### src/cpu_pkg.sv
`default_nettype none

package cpu_pkg;

  localparam int WORD_W     = 32;
  localparam int REG_AW     = 4;
  localparam int NUM_REGS   = 1 << REG_AW;
  localparam int RAM_AW     = 8;
  localparam int RAM_DEPTH  = 1 << RAM_AW;
  localparam int IMM_W      = 16;
  localparam int SHIFT_BITS = 5;

  // Instruction word layout. The immediate sits in the low IMM_W bits.
  localparam int OP_MSB = 31;
  localparam int RD_MSB = 27;
  localparam int RA_MSB = 23;
  localparam int RB_MSB = 19;

  typedef logic [WORD_W-1:0] word_t;
  typedef logic [WORD_W-1:0] instr_t;
  typedef logic [REG_AW-1:0] reg_addr_t;
  typedef logic [RAM_AW-1:0] ram_addr_t;

  typedef enum logic [3:0] {
    OP_NOP  = 4'h0,
    OP_ADD  = 4'h1,
    OP_SUB  = 4'h2,
    OP_AND  = 4'h3,
    OP_OR   = 4'h4,
    OP_XOR  = 4'h5,
    OP_SHL  = 4'h6,
    OP_SHR  = 4'h7,
    OP_ADDI = 4'h8,  // ra + sext(imm).
    OP_LDI  = 4'h9,  // zext(imm).
    OP_LD   = 4'hA,  // mem[ra + sext(imm)].
    OP_ST   = 4'hB   // mem[ra + sext(imm)] = rb.
  } opcode_t;

  // Codes 0xC to 0xF are not assigned and decode as OP_NOP.

endpackage

`default_nettype wire
### src/reg_file.sv
`default_nettype none
`timescale 1ns/1ps

module reg_file (
  input  wire logic               clk_i,
  input  wire cpu_pkg::reg_addr_t rd_addr_a_i,
  input  wire cpu_pkg::reg_addr_t rd_addr_b_i,
  output cpu_pkg::word_t          rd_data_a_o,
  output cpu_pkg::word_t          rd_data_b_o,
  input  wire logic               wr_en_i,
  input  wire cpu_pkg::reg_addr_t wr_addr_i,
  input  wire cpu_pkg::word_t     wr_data_i
);

  cpu_pkg::word_t regs [cpu_pkg::NUM_REGS];

  logic hit_a;
  logic hit_b;

  always_ff @(posedge clk_i)
  begin
    if (wr_en_i)
      regs[wr_addr_i] <= wr_data_i;
  end

  // Write-through. A read in the cycle of the write sees the new value,
  // which covers a consumer two instructions behind its producer.
  assign hit_a = wr_en_i && (wr_addr_i == rd_addr_a_i);
  assign hit_b = wr_en_i && (wr_addr_i == rd_addr_b_i);

  always_comb
  begin
    if (hit_a)
      rd_data_a_o = wr_data_i;
    else
      rd_data_a_o = regs[rd_addr_a_i];
  end

  always_comb
  begin
    if (hit_b)
      rd_data_b_o = wr_data_i;
    else
      rd_data_b_o = regs[rd_addr_b_i];
  end

endmodule

`default_nettype wire

### config.mk
export PLATFORM = sky130hd
export DESIGN_NAME = reg_file
export DESIGN_NICKNAME = d
export VERILOG_FILES = /design/src/cpu_pkg.sv /design/src/reg_file.sv
export SDC_FILE = /design/constraint.sdc
export NUM_CORES = 1
export LEC_CHECK = 0
export ABC_CLOCK_PERIOD_IN_PS = 3700
export BUFFER_PORTS_ARGS = -buffer_cell sky130_fd_sc_hd__buf_2
export CAP_MARGIN = 20
export CELL_PAD_IN_SITES_DETAIL_PLACEMENT = 1
export CELL_PAD_IN_SITES_GLOBAL_PLACEMENT = 1
export CORE_ASPECT_RATIO = 1.2
export CORE_UTILIZATION = 24
export CTS_BUF_LIST = sky130_fd_sc_hd__clkbuf_16
export DETAILED_ROUTE_END_ITERATION = 12
export PLACE_DENSITY_LB_ADDON = 0.1
export SYNTH_ARGS = -nofsm -noshare
export SYNTH_HDL_FRONTEND = slang
export SYNTH_SLANG_ARGS = --single-unit
export TNS_END_PERCENT = 30
### constraint.sdc
create_clock -name clk_i -period 3.7 [get_ports clk_i]
set_input_delay 0.185 -clock clk_i [delete_from_list [all_inputs] [get_ports clk_i]]
set_output_delay 0.185 -clock clk_i [all_outputs]
set_load 0.05 [all_outputs]
==> metrics.txt <==
final setup fails=0; Biggest register=regs; WHS Path Cells=3; Port-buffer cells=109; final worst-path cycle share=0.7180; Initial DRT Pass Iterations=5; Cell Area, Synth=23,730 sq um; Relative slew margins=0.4523; maximum vdd drop=0.0003490 V; starting density of the core=0.2416; most used cell, CP=mux4_2; HPWL Detailed=47,310 um; hold_sp=wr_addr_i[1]; final hold violation count=0; die area=100,100 sq um; WL per Instance=30.25 um; Crit path depth=4; row cnt=126; post-cts gate resize count=0; Post-Syn Instances=1,156; largest net degree at the start of global routing=41; Largest regs=regs (512); clock root cell=clkbuf_16; CP delay by family, top=multiplexers; H-tree Lvls=2; clk slew on worst S/H paths=60 ps; # fillers=9,942; CP Capture Type=output port; fin crit period=2657 ps; total negative slack=0 ps; Die Ht=346.5 um; Netlist cell types=20; total core area=98,220 sq um; register area=15,370 sq um; vias in the first global route=14,659; Pleak=9.068 nW; CP max stage cell=mux4_2; total vias in the final route=12,983; initial antenna violation count=3; met1 Usage GRT=0.2125; hold_buf cts=32; Required @ worst endpoint=3510 ps; critical path startpoint category=flop; crit path kind=flop to output port; Post-CTS Setup Repair Bufs=0; Die W=289.0 um; CTS Buf Count=57; clk sinks=512; WP data arrival=2470 ps; remaining routing DRC violations=0; critical path's largest stage delay=470 ps; Power Density=484.4 nW/um^2; total track usage=0.1627; Yosys reg bits=512; WHS Endpoint=regs[8][9]; clock buffer depth=3; DR vias/cell=4.894; busiest grt layer=met2; WL final=80,250 um; RSZ-0062 raised after global routing=false; most frequent cells in the layout=edfxtp_1 (512), mux4_2 (258), a22oi_1 (124); crit path buf inv count=1; layout cells sized above 1=0.4380; fin. max-slew vios=0; Mapped Avg Cell Area=20.53 sq um; crit-path max FO=2; global-route wire length before repair=113,700 um; Max-cap violations=0; CP cell instances=mux4_2 -> mux4_2 -> mux2_2 -> buf_2; Ports=110; Tightest Pin Transition=819.9 ps; YS warnings=0; Final Total Pwr=13.84 mW; number of DRC markers in iteration 0=726; DRT antenna net count=0; commonest non-fill, non-tap cell in the layout=edfxtp_1; GRT met2 Usage=0.2801; min-delay worst type=primary input to flop; CTS tree=built; GPL Wtd Cong=0.6965; maximum clock frequency=0.3764 GHz; Syn Nets=1,202; nets=1,375; Overflow after GRT=0; met3 usage=0.02365; area of the multi-input gates=8128 sq um; area delta synth->final=20.43%; max reg flops=512; status=finished, final reports clean; sequential cell area fraction in the yosys report=0.6479
-- through the flow --
stage / std cells / setup WS, ps / hold WS, ps / utilization / instance area, sq um
floorplan: 1156 / 335.7 / 283.9 / - / 23730
global placement: 2518 / 1043 / 596.5 / 0.2693 / 26450
detailed placement: 2518 / 1040 / 604.4 / 0.2693 / 26450
CTS: 2652 / 984.3 / 253.1 / 0.2909 / 28570
global route: 2652 / 933.8 / 292.6 / 0.2909 / 28570
finish: 2653 / 1043 / 316.8 / 0.2910 / 28580
-- worst max path at each step --
stage | start | end | slack (ps)
2_1_floorplan | wr_addr_i[2] | regs[0][0] | 340
3_3_place_gp | rd_addr_a_i[0] | rd_data_a_o[20] | 1040
3_5_place_dp | rd_addr_a_i[0] | rd_data_a_o[30] | 1040
4_1_cts | regs[1][30] | rd_data_b_o[30] | 980
5_1_grt | regs[14][30] | rd_data_b_o[30] | 930
6_report | regs[2][30] | rd_data_b_o[30] | 1040
-- synthesized netlist by cell type, drive strengths merged --
| master | count | area share |
|---|---|---|
| edfxtp | 512 | 0.65 |
| mux4 | 258 | 0.24 |
| a22oi | 124 | 0.039 |
| nand2 | 65 | 0.010 |
| mux2 | 64 | 0.030 |
| clkbuf | 52 | 0.0082 |
| buf | 41 | 0.0087 |
| nor2 | 14 | 0.0022 |
| xor2 | 6 | 0.0022 |
| nor2b | 4 | 0.0011 |
| nor3 | 4 | 0.00084 |
| and2 | 2 | 0.00053 |
| nand2b | 2 | 0.00053 |
| nand3b | 2 | 0.00063 |
| nor4 | 2 | 0.0011 |
| xnor2 | 2 | 0.00074 |
| nand3 | 1 | 0.00021 |
| or3b | 1 | 0.00037 |
-- metal layers --
metal | vias to the layer above | routed length [um]
li1 | 5413 | -
met1 | 7210 | 34560
met2 | 270 | 40990
met3 | 88 | 2921
met4 | 2 | 1767
met5 | - | 12
-- power breakdown --
part	leakage, nW	internal [mW]	total, mW	switching (mW)
Combinational	3.52	0.609	1.66	1.05
Clock	0.925	3.20	5.63	2.43
Sequential	4.63	6.51	6.55	0.0462
-- cell type report --
cell class | count | area share
Clock buffer | 57 | 0.04991
Timing Repair Buffer | 207 | 0.05841
Tap cell | 1280 | 0.05604
Clock inverter | 45 | 0.01313
Multi-Input combinational cell | 551 | 0.2844
Sequential cell | 512 | 0.5380
Antenna cell | 1 | 0.00008757
-- cell families after synthesis --
family,after synthesis,share of synthesized area
AO/OA/AOI/OAI,124,0.03923
XOR/XNOR,8,0.002953
buffers and inverters,93,0.01693
flip-flops,512,0.6479
multiplexers,322,0.2752
AND/OR/NAND/NOR,97,0.01772
(Power assumes the default switching activity.)
