**src/cpu_pkg.sv**
```systemverilog
`default_nettype none

package cpu_pkg;

  localparam int WORD_W     = 32;
  localparam int REG_AW     = 4;
  localparam int NUM_REGS   = 1 << REG_AW;
  localparam int RAM_AW     = 8;
  localparam int RAM_DEPTH  = 1 << RAM_AW;
  localparam int IMM_W      = 16;
  localparam int SHIFT_BITS = 5;

  // Instruction word layout. The immediate sits in the low IMM_W bits.
  localparam int OP_MSB = 31;
  localparam int RD_MSB = 27;
  localparam int RA_MSB = 23;
  localparam int RB_MSB = 19;

  typedef logic [WORD_W-1:0] word_t;
  typedef logic [WORD_W-1:0] instr_t;
  typedef logic [REG_AW-1:0] reg_addr_t;
  typedef logic [RAM_AW-1:0] ram_addr_t;

  typedef enum logic [3:0] {
    OP_NOP  = 4'h0,
    OP_ADD  = 4'h1,
    OP_SUB  = 4'h2,
    OP_AND  = 4'h3,
    OP_OR   = 4'h4,
    OP_XOR  = 4'h5,
    OP_SHL  = 4'h6,
    OP_SHR  = 4'h7,
    OP_ADDI = 4'h8,  // ra + sext(imm).
    OP_LDI  = 4'h9,  // zext(imm).
    OP_LD   = 4'hA,  // mem[ra + sext(imm)].
    OP_ST   = 4'hB   // mem[ra + sext(imm)] = rb.
  } opcode_t;

  // Codes 0xC to 0xF are not assigned and decode as OP_NOP.

endpackage

`default_nettype wire
```
**src/pipe_if.sv**
```systemverilog
`default_nettype none
`timescale 1ns/1ps

interface pipe_if;

  logic               valid;
  cpu_pkg::opcode_t   op;
  cpu_pkg::reg_addr_t rd;
  logic               wr_en;   // Instruction writes rd.
  cpu_pkg::word_t     a;       // Operand a, or the ALU result after execute.
  cpu_pkg::word_t     b;
  cpu_pkg::word_t     imm;
  cpu_pkg::reg_addr_t ra;
  cpu_pkg::reg_addr_t rb;

  modport src (
    output valid, op, rd, wr_en,
    output a, b, imm,
    output ra, rb
  );

  modport dst (
    input valid, op, rd, wr_en,
    input a, b, imm,
    input ra, rb
  );

endinterface

`default_nettype wire

```
**src/result_stage.sv**
```systemverilog
`default_nettype none
`timescale 1ns/1ps

module result_stage (
  input  wire logic           clk_i,
  input  wire logic           rst_i,
  pipe_if.dst                 in,
  input  wire cpu_pkg::word_t ram_rdata_i,
  output logic                wb_valid_o,
  output cpu_pkg::reg_addr_t  wb_reg_o,
  output cpu_pkg::word_t      wb_data_o
);

  logic               valid_q;
  logic               wr_en_q;
  cpu_pkg::opcode_t   op_q;
  cpu_pkg::reg_addr_t rd_q;
  cpu_pkg::word_t     alu_q;

  always_ff @(posedge clk_i)
  begin
    if (rst_i)
      valid_q <= 1'b0;
    else
      valid_q <= in.valid;
  end

  always_ff @(posedge clk_i)
  begin
    wr_en_q <= in.wr_en;
    op_q    <= in.op;
    rd_q    <= in.rd;
    alu_q   <= in.a;
  end

  // RAM read data lands in the same cycle as this stage's registers.
  assign wb_valid_o = valid_q && wr_en_q;
  assign wb_reg_o   = rd_q;
  assign wb_data_o  = (op_q == cpu_pkg::OP_LD) ? ram_rdata_i : alu_q;

endmodule

`default_nettype wire

```
**src/flat_wrapper.sv**
```systemverilog
// flat-port wrapper written by rule: the top's interface ports become plain ports
module result_stage_flat 
  (clk_i, rst_i, ram_rdata_i, wb_valid_o, wb_reg_o, wb_data_o, in_valid, in_op, in_rd, in_wr_en, in_a, in_b, in_imm, in_ra, in_rb);
  pipe_if in_i ();
  input  wire logic clk_i;
  input  wire logic rst_i;
  input  wire cpu_pkg::word_t ram_rdata_i;
  output logic wb_valid_o;
  output cpu_pkg::reg_addr_t wb_reg_o;
  output cpu_pkg::word_t wb_data_o;
  input wire logic [$bits(in_i.valid)-1:0] in_valid;
  input wire logic [$bits(in_i.op)-1:0] in_op;
  input wire logic [$bits(in_i.rd)-1:0] in_rd;
  input wire logic [$bits(in_i.wr_en)-1:0] in_wr_en;
  input wire logic [$bits(in_i.a)-1:0] in_a;
  input wire logic [$bits(in_i.b)-1:0] in_b;
  input wire logic [$bits(in_i.imm)-1:0] in_imm;
  input wire logic [$bits(in_i.ra)-1:0] in_ra;
  input wire logic [$bits(in_i.rb)-1:0] in_rb;
  assign in_i.valid = in_valid;
  assign in_i.op = in_op;
  assign in_i.rd = in_rd;
  assign in_i.wr_en = in_wr_en;
  assign in_i.a = in_a;
  assign in_i.b = in_b;
  assign in_i.imm = in_imm;
  assign in_i.ra = in_ra;
  assign in_i.rb = in_rb;
  result_stage u_core (.clk_i(clk_i), .rst_i(rst_i), .in(in_i), .ram_rdata_i(ram_rdata_i), .wb_valid_o(wb_valid_o), .wb_reg_o(wb_reg_o), .wb_data_o(wb_data_o));
endmodule
```
**config.mk**
```make
export PLATFORM = sky130hd
export DESIGN_NAME = result_stage_flat
export DESIGN_NICKNAME = d
export VERILOG_FILES = /design/src/cpu_pkg.sv /design/src/pipe_if.sv /design/src/result_stage.sv /design/src/flat_wrapper.sv
export SDC_FILE = /design/constraint.sdc
export NUM_CORES = 1
export LEC_CHECK = 0
export BUFFER_PORTS_ARGS = -buffer_cell sky130_fd_sc_hd__buf_4
export CORE_MARGIN = 3
export CORE_UTILIZATION = 33
export CTS_CLUSTER_DIAMETER = 50
export DETAILED_ROUTE_END_ITERATION = 10
export PLACE_DENSITY = 0.85
export SLEW_MARGIN = 10
export SYNTH_ARGS = -nofsm -noshare
export SYNTH_HDL_FRONTEND = slang
export SYNTH_SLANG_ARGS = --single-unit
```
**constraint.sdc**
```tcl
create_clock -name clk_i -period 3.2 [get_ports clk_i]
set_clock_uncertainty 0.15 [all_clocks]
set_input_delay 0.64 -clock clk_i [delete_from_list [all_inputs] [get_ports clk_i]]
set_output_delay 0.64 -clock clk_i [all_outputs]
set_load 0.03 [all_outputs]
```
==> results.json <==
{
  "cp.arrival_ps": 1820,
  "cp.required_ps": 2410,
  "cp_max_fo": 20,
  "p_total_mw": 1.28,
  "drv_slew": 0,
  "met1_length_um": 1070,
  "gr-total-overflow": 0,
  "synth-simple-area-share_pct": 1.60,
  "cts_tree": "yes",
  "finalCritPeriodShare_pct": 81.5,
  "synthAdderAreaFrac_pct": 0,
  "wl_met2_um": 1890,
  "ctsResizeCount": 0,
  "clkTransAtPathRegs_ps": 80,
  "ys_seq_area_share_pct": 59.9,
  "synth_seq_cells": 42,
  "powerDensity_mw_per_mm2": 531,
  "synth.distinct_cells": 8,
  "dr.first_iter.drc_count": 17,
  "drtAntennaViolNets": 0,
  "hold_depth": 1,
  "critical_path_class": "flop to primary output",
  "cts-buffers-inserted": 5,
  "grt_start_max_net_pins": 21,
  "io_pins": 185,
  "tns_ps": 0,
  "synth_area_leaders": "dfxtp_1 (60%), mux2_4 (32%), buf_12 (4.3%)",
  "synth_top_area_share_pct": 59.9,
  "die_area_mm2": 0.00507,
  "setup_viol": 0,
  "grt_pass1_vias": 1154,
  "firstDrtPassIters": 3,
  "multiInputGateArea_um2": 510,
  "clockBufferDepth": 2,
  "synth-compound-area-share_pct": 0,
  "post_cts_buffers": 0,
  "tightest_slew_ps": 360,
  "vdd_drop_max_mv": 0.396,
  "initial_core_util_pct": 34.6,
  "routed.top_layer": "met4",
  "synthesis.area_mm2": 0.00140,
  "final_common_cell": "buf_4",
  "io_buffers": 112,
  "layout.nets": 346,
  "finalWeightedCongestion": 0.669,
  "dp.cells": 241,
  "wl_met3_um": 554,
  "seqCellArea_um2": 841,
  "status": "complete, no violations",
  "fin_cells": 249,
  "rsz0062_at_grt": "no",
  "cp-start-kind": "flop",
  "num_vias": 1070,
  "syn-instance-count": 81,
  "synth_top_family_by_area": "multiplexers",
  "endpoint_kind": "primary output",
  "avgViaCountPerCell": 4.30,
  "drt_wl_total_um": 3540,
  "htreeDepth": 2,
  "whs_endpoint": "u_core.alu_q[7]",
  "area_growth_pct": 71.5,
  "drv_cap": 0,
  "syn-num-nets": 229,
  "timing.hold.ws_ps": 299,
  "antenna_cells": 0,
  "yosysTopAreaCell": "dfxtp_1",
  "fmaxAchievable_ghz": 0.383,
  "timing.slew.headroom_pct": 76.0,
  "hold_class": "input pin to flop",
  "fp.dieW_um": 71.2,
  "crit_start": "u_core.op_q[2]",
  "clockRootBuffer": "clkbuf_8",
  "ys_warn_count": 0,
  "grt_first_pass_wirelength_um": 5290,
  "syn_area_per_cell_um2": 17.3,
  "row_count": 23,
  "period_needed_ps": 2610,
  "hold_buffers": 0,
  "min_from": "in_a[7]",
  "leakage_nw": 1.20,
  "die_y_um": 71.2,
  "synth_xor_area_share_pct": 0,
  "fillers": 329,
  "synthMuxAreaShare_pct": 33.7,
  "final_cell_mix": "buf_4 (114), dfxtp_1 (42), mux2_4 (30), clkbuf_8 (5)",
  "grt_use_total_pct": 13.9,
  "post_drt_wl_per_cell_um": 14.2,
  "post-route-drc-count": 0,
  "drive_above_1_share_pct": 77.9,
  "hold_viol": 0,
  "core-area_mm2": 0.00406,
  "antenna_found_initial": 0,
  "clock-sinks": 42
}
==> cells in the mapped netlist <==
master / number
mux2_2: 2
buf_4: 1
nor4bb_1: 1
mux2_4: 30
dfxtp_1: 42
nor2b_1: 1
buf_12: 3
and2_1: 1
==> worst max-delay path by stage <==
stage	end	slack, ps	cells past startpoint
2_1_floorplan	wb_data_o[10]	1180	4
3_3_place_gp	wb_data_o[20]	930	4
3_5_place_dp	wb_data_o[12]	900	4
4_1_cts	wb_data_o[1]	560	4
5_1_grt	wb_data_o[1]	500	4
6_report	wb_data_o[1]	590	4
==> power by group <==
part | leakage [nW] | switching (mW) | internal (mW) | total [mW]
logic | 0.782 | 0.0971 | 0.131 | 0.228
clock network | 0.0683 | 0.178 | 0.312 | 0.491
registers | 0.354 | 0.00815 | 0.551 | 0.559
total | 1.20 | 0.284 | 0.994 | 1.28
==> layer usage <==
metal / up-vias / track usage, %
met5: - / 0
met4: 0 / 5.01
met3: 2 / 9.12
met2: 76 / 24.8
met1: 486 / 12.3
li1: 506 / -
==> cell families after synthesis <==
| kind of cell | count (synthesis) |
|---|---|
| buf+inv | 4 |
| flops | 42 |
| mux | 32 |
| simple gates | 3 |
==> per-stage QoR <==
step | instance area, um^2 | utilization, % | worst slack, ps
after floorplan | 1400 | - | 1180
after global placement | 2270 | 55.9 | 931
after detailed placement | 2270 | 55.9 | 895
after CTS | 2410 | 59.3 | 556
after global routing | 2410 | 59.3 | 497
final | 2410 | 59.3 | 591
==> flip-flops by register name, summed over array words and instances, names as in the netlist <==
signal           count
u_core.alu_q        32
u_core.valid_q       1
u_core.wb_reg_o      4
u_core.op_q          4
u_core.wr_en_q       1
==> critical path: stages (launching register included) <==
cell      delay [ps]
dfxtp_1          330
nor4bb_4         300
buf_4            390
mux2_4           340
buf_4            170
==> final cells by class <==
class	instances	area share (%)
Tap cell	50	2.60
Timing Repair Buffer	114	35.6
Multi-Input combinational cell	35	21.2
Clock inverter	3	2.86
Sequential cell	42	34.9
Clock buffer	5	2.86
No activity file was read; power rests on OpenSTA's default activity.
