[src/cpu_pkg.sv]
`default_nettype none

package cpu_pkg;

  localparam int WORD_W     = 32;
  localparam int REG_AW     = 4;
  localparam int NUM_REGS   = 1 << REG_AW;
  localparam int RAM_AW     = 8;
  localparam int RAM_DEPTH  = 1 << RAM_AW;
  localparam int IMM_W      = 16;
  localparam int SHIFT_BITS = 5;

  // Instruction word layout. The immediate sits in the low IMM_W bits.
  localparam int OP_MSB = 31;
  localparam int RD_MSB = 27;
  localparam int RA_MSB = 23;
  localparam int RB_MSB = 19;

  typedef logic [WORD_W-1:0] word_t;
  typedef logic [WORD_W-1:0] instr_t;
  typedef logic [REG_AW-1:0] reg_addr_t;
  typedef logic [RAM_AW-1:0] ram_addr_t;

  typedef enum logic [3:0] {
    OP_NOP  = 4'h0,
    OP_ADD  = 4'h1,
    OP_SUB  = 4'h2,
    OP_AND  = 4'h3,
    OP_OR   = 4'h4,
    OP_XOR  = 4'h5,
    OP_SHL  = 4'h6,
    OP_SHR  = 4'h7,
    OP_ADDI = 4'h8,  // ra + sext(imm).
    OP_LDI  = 4'h9,  // zext(imm).
    OP_LD   = 4'hA,  // mem[ra + sext(imm)].
    OP_ST   = 4'hB   // mem[ra + sext(imm)] = rb.
  } opcode_t;

  // Codes 0xC to 0xF are not assigned and decode as OP_NOP.

endpackage

`default_nettype wire
[src/pipe_if.sv]
`default_nettype none
`timescale 1ns/1ps

interface pipe_if;

  logic               valid;
  cpu_pkg::opcode_t   op;
  cpu_pkg::reg_addr_t rd;
  logic               wr_en;   // Instruction writes rd.
  cpu_pkg::word_t     a;       // Operand a, or the ALU result after execute.
  cpu_pkg::word_t     b;
  cpu_pkg::word_t     imm;
  cpu_pkg::reg_addr_t ra;
  cpu_pkg::reg_addr_t rb;

  modport src (
    output valid, op, rd, wr_en,
    output a, b, imm,
    output ra, rb
  );

  modport dst (
    input valid, op, rd, wr_en,
    input a, b, imm,
    input ra, rb
  );

endinterface

`default_nettype wire

[src/decode_stage.sv]
`default_nettype none
`timescale 1ns/1ps

module decode_stage (
  input  wire logic               clk_i,
  input  wire logic               rst_i,
  input  wire logic               instr_valid_i,
  input  wire cpu_pkg::instr_t    instr_i,
  output cpu_pkg::reg_addr_t      rd_addr_a_o,
  output cpu_pkg::reg_addr_t      rd_addr_b_o,
  input  wire cpu_pkg::word_t     rd_data_a_i,
  input  wire cpu_pkg::word_t     rd_data_b_i,
  pipe_if.src                     out
);

  localparam int OP_W  = $bits(cpu_pkg::opcode_t);
  localparam int REG_W = $bits(cpu_pkg::reg_addr_t);
  localparam int EXT_W = cpu_pkg::WORD_W - cpu_pkg::IMM_W;

  logic                      valid_q;
  cpu_pkg::instr_t           instr_q;
  logic [OP_W-1:0]           op_bits;
  cpu_pkg::opcode_t          op;
  logic [cpu_pkg::IMM_W-1:0] imm_raw;

  always_ff @(posedge clk_i)
  begin
    if (rst_i)
      valid_q <= 1'b0;
    else
      valid_q <= instr_valid_i;
  end

  always_ff @(posedge clk_i)
  begin
    if (instr_valid_i)
      instr_q <= instr_i;
  end

  assign op_bits = instr_q[cpu_pkg::OP_MSB -: OP_W];
  assign imm_raw = instr_q[cpu_pkg::IMM_W-1:0];

  // Everything past OP_ST is unassigned.
  assign op = (op_bits > cpu_pkg::OP_ST) ? cpu_pkg::OP_NOP : cpu_pkg::opcode_t'(op_bits);

  assign rd_addr_a_o = instr_q[cpu_pkg::RA_MSB -: REG_W];
  assign rd_addr_b_o = instr_q[cpu_pkg::RB_MSB -: REG_W];

  assign out.valid = valid_q;
  assign out.op    = op;
  assign out.rd    = instr_q[cpu_pkg::RD_MSB -: REG_W];
  assign out.wr_en = (op != cpu_pkg::OP_ST) && (op != cpu_pkg::OP_NOP);
  assign out.a     = rd_data_a_i;
  assign out.b     = rd_data_b_i;
  assign out.ra    = rd_addr_a_o;
  assign out.rb    = rd_addr_b_o;

  always_comb
  begin
    if (op == cpu_pkg::OP_LDI)
      out.imm = {{EXT_W{1'b0}}, imm_raw};
    else
      out.imm = {{EXT_W{imm_raw[cpu_pkg::IMM_W-1]}}, imm_raw};  // Sign extend.
  end

endmodule

`default_nettype wire

[src/flat_wrapper.sv]
// flat-port wrapper written by rule: the top's interface ports become plain ports
module decode_stage_flat 
  (clk_i, rst_i, instr_valid_i, instr_i, rd_addr_a_o, rd_addr_b_o, rd_data_a_i, rd_data_b_i, out_valid, out_op, out_rd, out_wr_en, out_a, out_b, out_imm, out_ra, out_rb);
  pipe_if out_i ();
  input  wire logic clk_i;
  input  wire logic rst_i;
  input  wire logic instr_valid_i;
  input  wire cpu_pkg::instr_t instr_i;
  output cpu_pkg::reg_addr_t rd_addr_a_o;
  output cpu_pkg::reg_addr_t rd_addr_b_o;
  input  wire cpu_pkg::word_t rd_data_a_i;
  input  wire cpu_pkg::word_t rd_data_b_i;
  output wire logic [$bits(out_i.valid)-1:0] out_valid;
  output wire logic [$bits(out_i.op)-1:0] out_op;
  output wire logic [$bits(out_i.rd)-1:0] out_rd;
  output wire logic [$bits(out_i.wr_en)-1:0] out_wr_en;
  output wire logic [$bits(out_i.a)-1:0] out_a;
  output wire logic [$bits(out_i.b)-1:0] out_b;
  output wire logic [$bits(out_i.imm)-1:0] out_imm;
  output wire logic [$bits(out_i.ra)-1:0] out_ra;
  output wire logic [$bits(out_i.rb)-1:0] out_rb;
  assign out_valid = out_i.valid;
  assign out_op = out_i.op;
  assign out_rd = out_i.rd;
  assign out_wr_en = out_i.wr_en;
  assign out_a = out_i.a;
  assign out_b = out_i.b;
  assign out_imm = out_i.imm;
  assign out_ra = out_i.ra;
  assign out_rb = out_i.rb;
  decode_stage u_core (.clk_i(clk_i), .rst_i(rst_i), .instr_valid_i(instr_valid_i), .instr_i(instr_i), .rd_addr_a_o(rd_addr_a_o), .rd_addr_b_o(rd_addr_b_o), .rd_data_a_i(rd_data_a_i), .rd_data_b_i(rd_data_b_i), .out(out_i));
endmodule
[config.mk]
export PLATFORM = sky130hd
export DESIGN_NAME = decode_stage_flat
export DESIGN_NICKNAME = d
export VERILOG_FILES = /design/src/cpu_pkg.sv /design/src/pipe_if.sv /design/src/decode_stage.sv /design/src/flat_wrapper.sv
export SDC_FILE = /design/constraint.sdc
export NUM_CORES = 1
export LEC_CHECK = 0
export ABC_AREA = 1
export BUFFER_PORTS_ARGS = -buffer_cell sky130_fd_sc_hd__clkbuf_2
export CORE_AREA = 2 2 87 89
export DETAILED_ROUTE_END_ITERATION = 8
export DIE_AREA = 0 0 89 91
export PLACE_DENSITY = 0.75
export SLEW_MARGIN = 0
export SYNTH_ARGS = -nofsm -noshare
export SYNTH_HDL_FRONTEND = slang
export SYNTH_SLANG_ARGS = --single-unit
[constraint.sdc]
create_clock -name clk_i -period 2.34 [get_ports clk_i]
set_clock_uncertainty 0.15 [all_clocks]
set_input_delay 0.117 -clock clk_i [delete_from_list [all_inputs] [get_ports clk_i]]
set_output_delay 0.117 -clock clk_i [all_outputs]
set_load 0.02 [all_outputs]
==> results.yml <==
floorplan:
  initial_core_util_pct: 27.6
  coreArea_sq_mm: 0.00714
  rows: 31
  die_height_um: 91
  dieArea_sq_mm: 0.00810
  die_w_um: 89
  io_pins: 221
global_route:
  grt_max_degree: 34
  antenna_found_initial: 0
  grt_usage_pct: 12.1
  grt_pass1_wl_um: 7010
  gr-total-overflow: 0
  grt_pass1_vias: 1150
synth:
  synth_adder_area_share_pct: 1.91
  yosys.cell_types.count: 11
  synth_fp_nets: 272
  synthesis.area_sq_mm: 0.00197
  syn_inst: 170
  synth_top_family_by_area: "buffers and inverters"
  synth.avg_cell_area_sq_um: 11.6
  synthSimpleGateAreaFrac_pct: 2.73
  synth-xor-area-share_pct: 0
  ys.warnings.count: 0
  synth_compound_area_share_pct: 0
  synth_mux_area_share_pct: 0
  ys_seq_elements: 33
  ys_seq_area_share_pct: 49.8
layout:
  stdcell_area_sq_mm: 0.00214
  drive_above_1_share_pct: 55.3
  antenna_cells: 0
  layout.nets: 289
  fillCellCount: 747
  final_common_cell: "clkbuf_2"
  final_cell_mix: "clkbuf_2 (92), dlygate4sd3_1 (33), edfxtp_1 (32)"
  area_growth_pct: 8.64
placement:
  gp_congestion: 0.725
  placed_area_sq_mm: 0.00169
  port_buffers: 92
  post-place-ws_ns: 0.266
  dp_hpwl_um: 4090
power:
  fin_total_pwr_w: 0.00156
  power_density_mw_per_mm2: 730
  p_leak_nw: 0.994
  vdd_ir_drop_max_v: 0.000557
status:
  status: "completed"
timing:
  slew_violations: 0
  min_period_ns: 2.06
  hold_viol_final: 0
  rsz0062_at_grt: "false"
  setup_violations: 0
  holdWs_ns: 0.0840
  max_freq_mhz: 486
  slew_headroom_pct: 47.5
  fin_tns_setup_ns: 0
  worst_pin_slew_ns: 0.787
  timing.final.ws_setup_ns: 0.282
  fin_crit_sh_pct: 88.0
drt:
  drc_errors: 0
  post_drt_wl_per_cell_um: 17.7
  firstDrtPassIters: 2
  vias: 1060
  postRouteAntennaNets: 0
  drtIter0Drc: 10
  vias_per_cell: 3.69
  wl_um: 5090
clocking:
  cts-root-buf: "clkbuf_8"
  cts_tree: "done"
  cts.sinks: 33
  cts_buffers: 5
  htree_levels: 2
  cts_setup_buffers: 0
  cts_max_path_buffers: 2
  clk_pin_slew_ns: 0.06
run:
  cap_violations: 0
worst_setup_path:
  worstPathMaxFanout: 16
  worstSetupEndpointType: "output port"
  cp.required_ns: 2.07
  crit_type: "reg -> out"
  cp-start-kind: "flip-flop"
  cp.arrival_ns: 1.79
hold_path:
  worstHoldPathCells: 0
  hold_path_class: "in -> out"
  hold-path-endpoint: "out_a[5]"
  hp-start: "rd_data_a_i[5]"
-- per-stage QoR --
stage | instances | utilization, %
after floorplan | 170 | -
after global placement | 246 | 23.7
after detailed placement | 246 | 23.7
after CTS | 287 | 30.0
after global routing | 287 | 30.0
final | 287 | 30.0
-- cells by family (layout without fill, tap and decap cells) --
family | Yosys count | in the layout
simple gates | 10 | 10
buf+inv | 124 | 142
fa+ha+maj | 3 | 3
flops | 33 | 33
-- how the worst max path moves through the flow --
stage | from | endpoint | slack (ns)
2_1_floorplan | u_core.instr_q[31] | out_imm[17] | 0.25
3_5_place_dp | u_core.instr_q[31] | out_imm[24] | 0.27
3_3_place_gp | u_core.instr_q[30] | out_imm[30] | 0.35
4_1_cts | u_core.instr_q[31] | out_imm[24] | 0.23
5_1_grt | u_core.instr_q[31] | out_imm[31] | 0.05
6_report | u_core.instr_q[30] | out_imm[24] | 0.28
-- final cells by class --
type | instances | area (sq um) | share of cell area (%)
clock inverters | 1 | 30.0 | 1.40
inverters | 9 | 33.8 | 1.58
well taps | 99 | 124 | 5.79
flip-flops and latches | 33 | 981 | 45.8
clock buffers | 7 | 86.3 | 4.04
multi-input cells | 13 | 93.8 | 4.39
repair buffers | 125 | 791 | 37.0
-- layer usage --
layer | vias to the layer above | track usage [%] | part of all wire [%]
li1 | 454 | - | -
met1 | 458 | 8.28 | 21
met2 | 142 | 23.3 | 55
met3 | 6 | 9.64 | 23
met4 | 0 | 3.73 | 1.3
met5 | - | 0 | 0
-- power by group --
group	leakage [nW]	internal [W]	switching, W
combinational	0.614	0.000118	0.000185
sequential	0.322	0.000701	0.0000195
clock	0.0585	0.000347	0.000191
-- worst max-delay path, cell delays in order, from the launching register on --
cell,delay (ns)
edfxtp_1,0.38
ha_1,0.25
inv_2,0.06
nand3_2,0.06
nor2_1,0.06
nor2_2,0.42
clkbuf_2,0.27
-- synthesized netlist by cell type (all sizes together) --
master	count	area (sq um)
buf	115	863
edfxtp	32	961
inv	9	33.8
nand2	5	21.3
nor2	4	22.5
ha	3	37.5
dfxtp	1	20.0
nand3	1	10.0
-- state kept, by name, summed over array words and instances (netlist names) --
name / flops
u_core.instr_q: 32
u_core.out.valid: 1
-- timing repair --
item,4_1_cts,5_1_grt
endpoints found under the setup margin,16,0
gates resized for setup,1,0
hold buffers,33,0
endpoints found under the hold margin,33,0
Note: power is estimated with default switching activity, not from simulation.
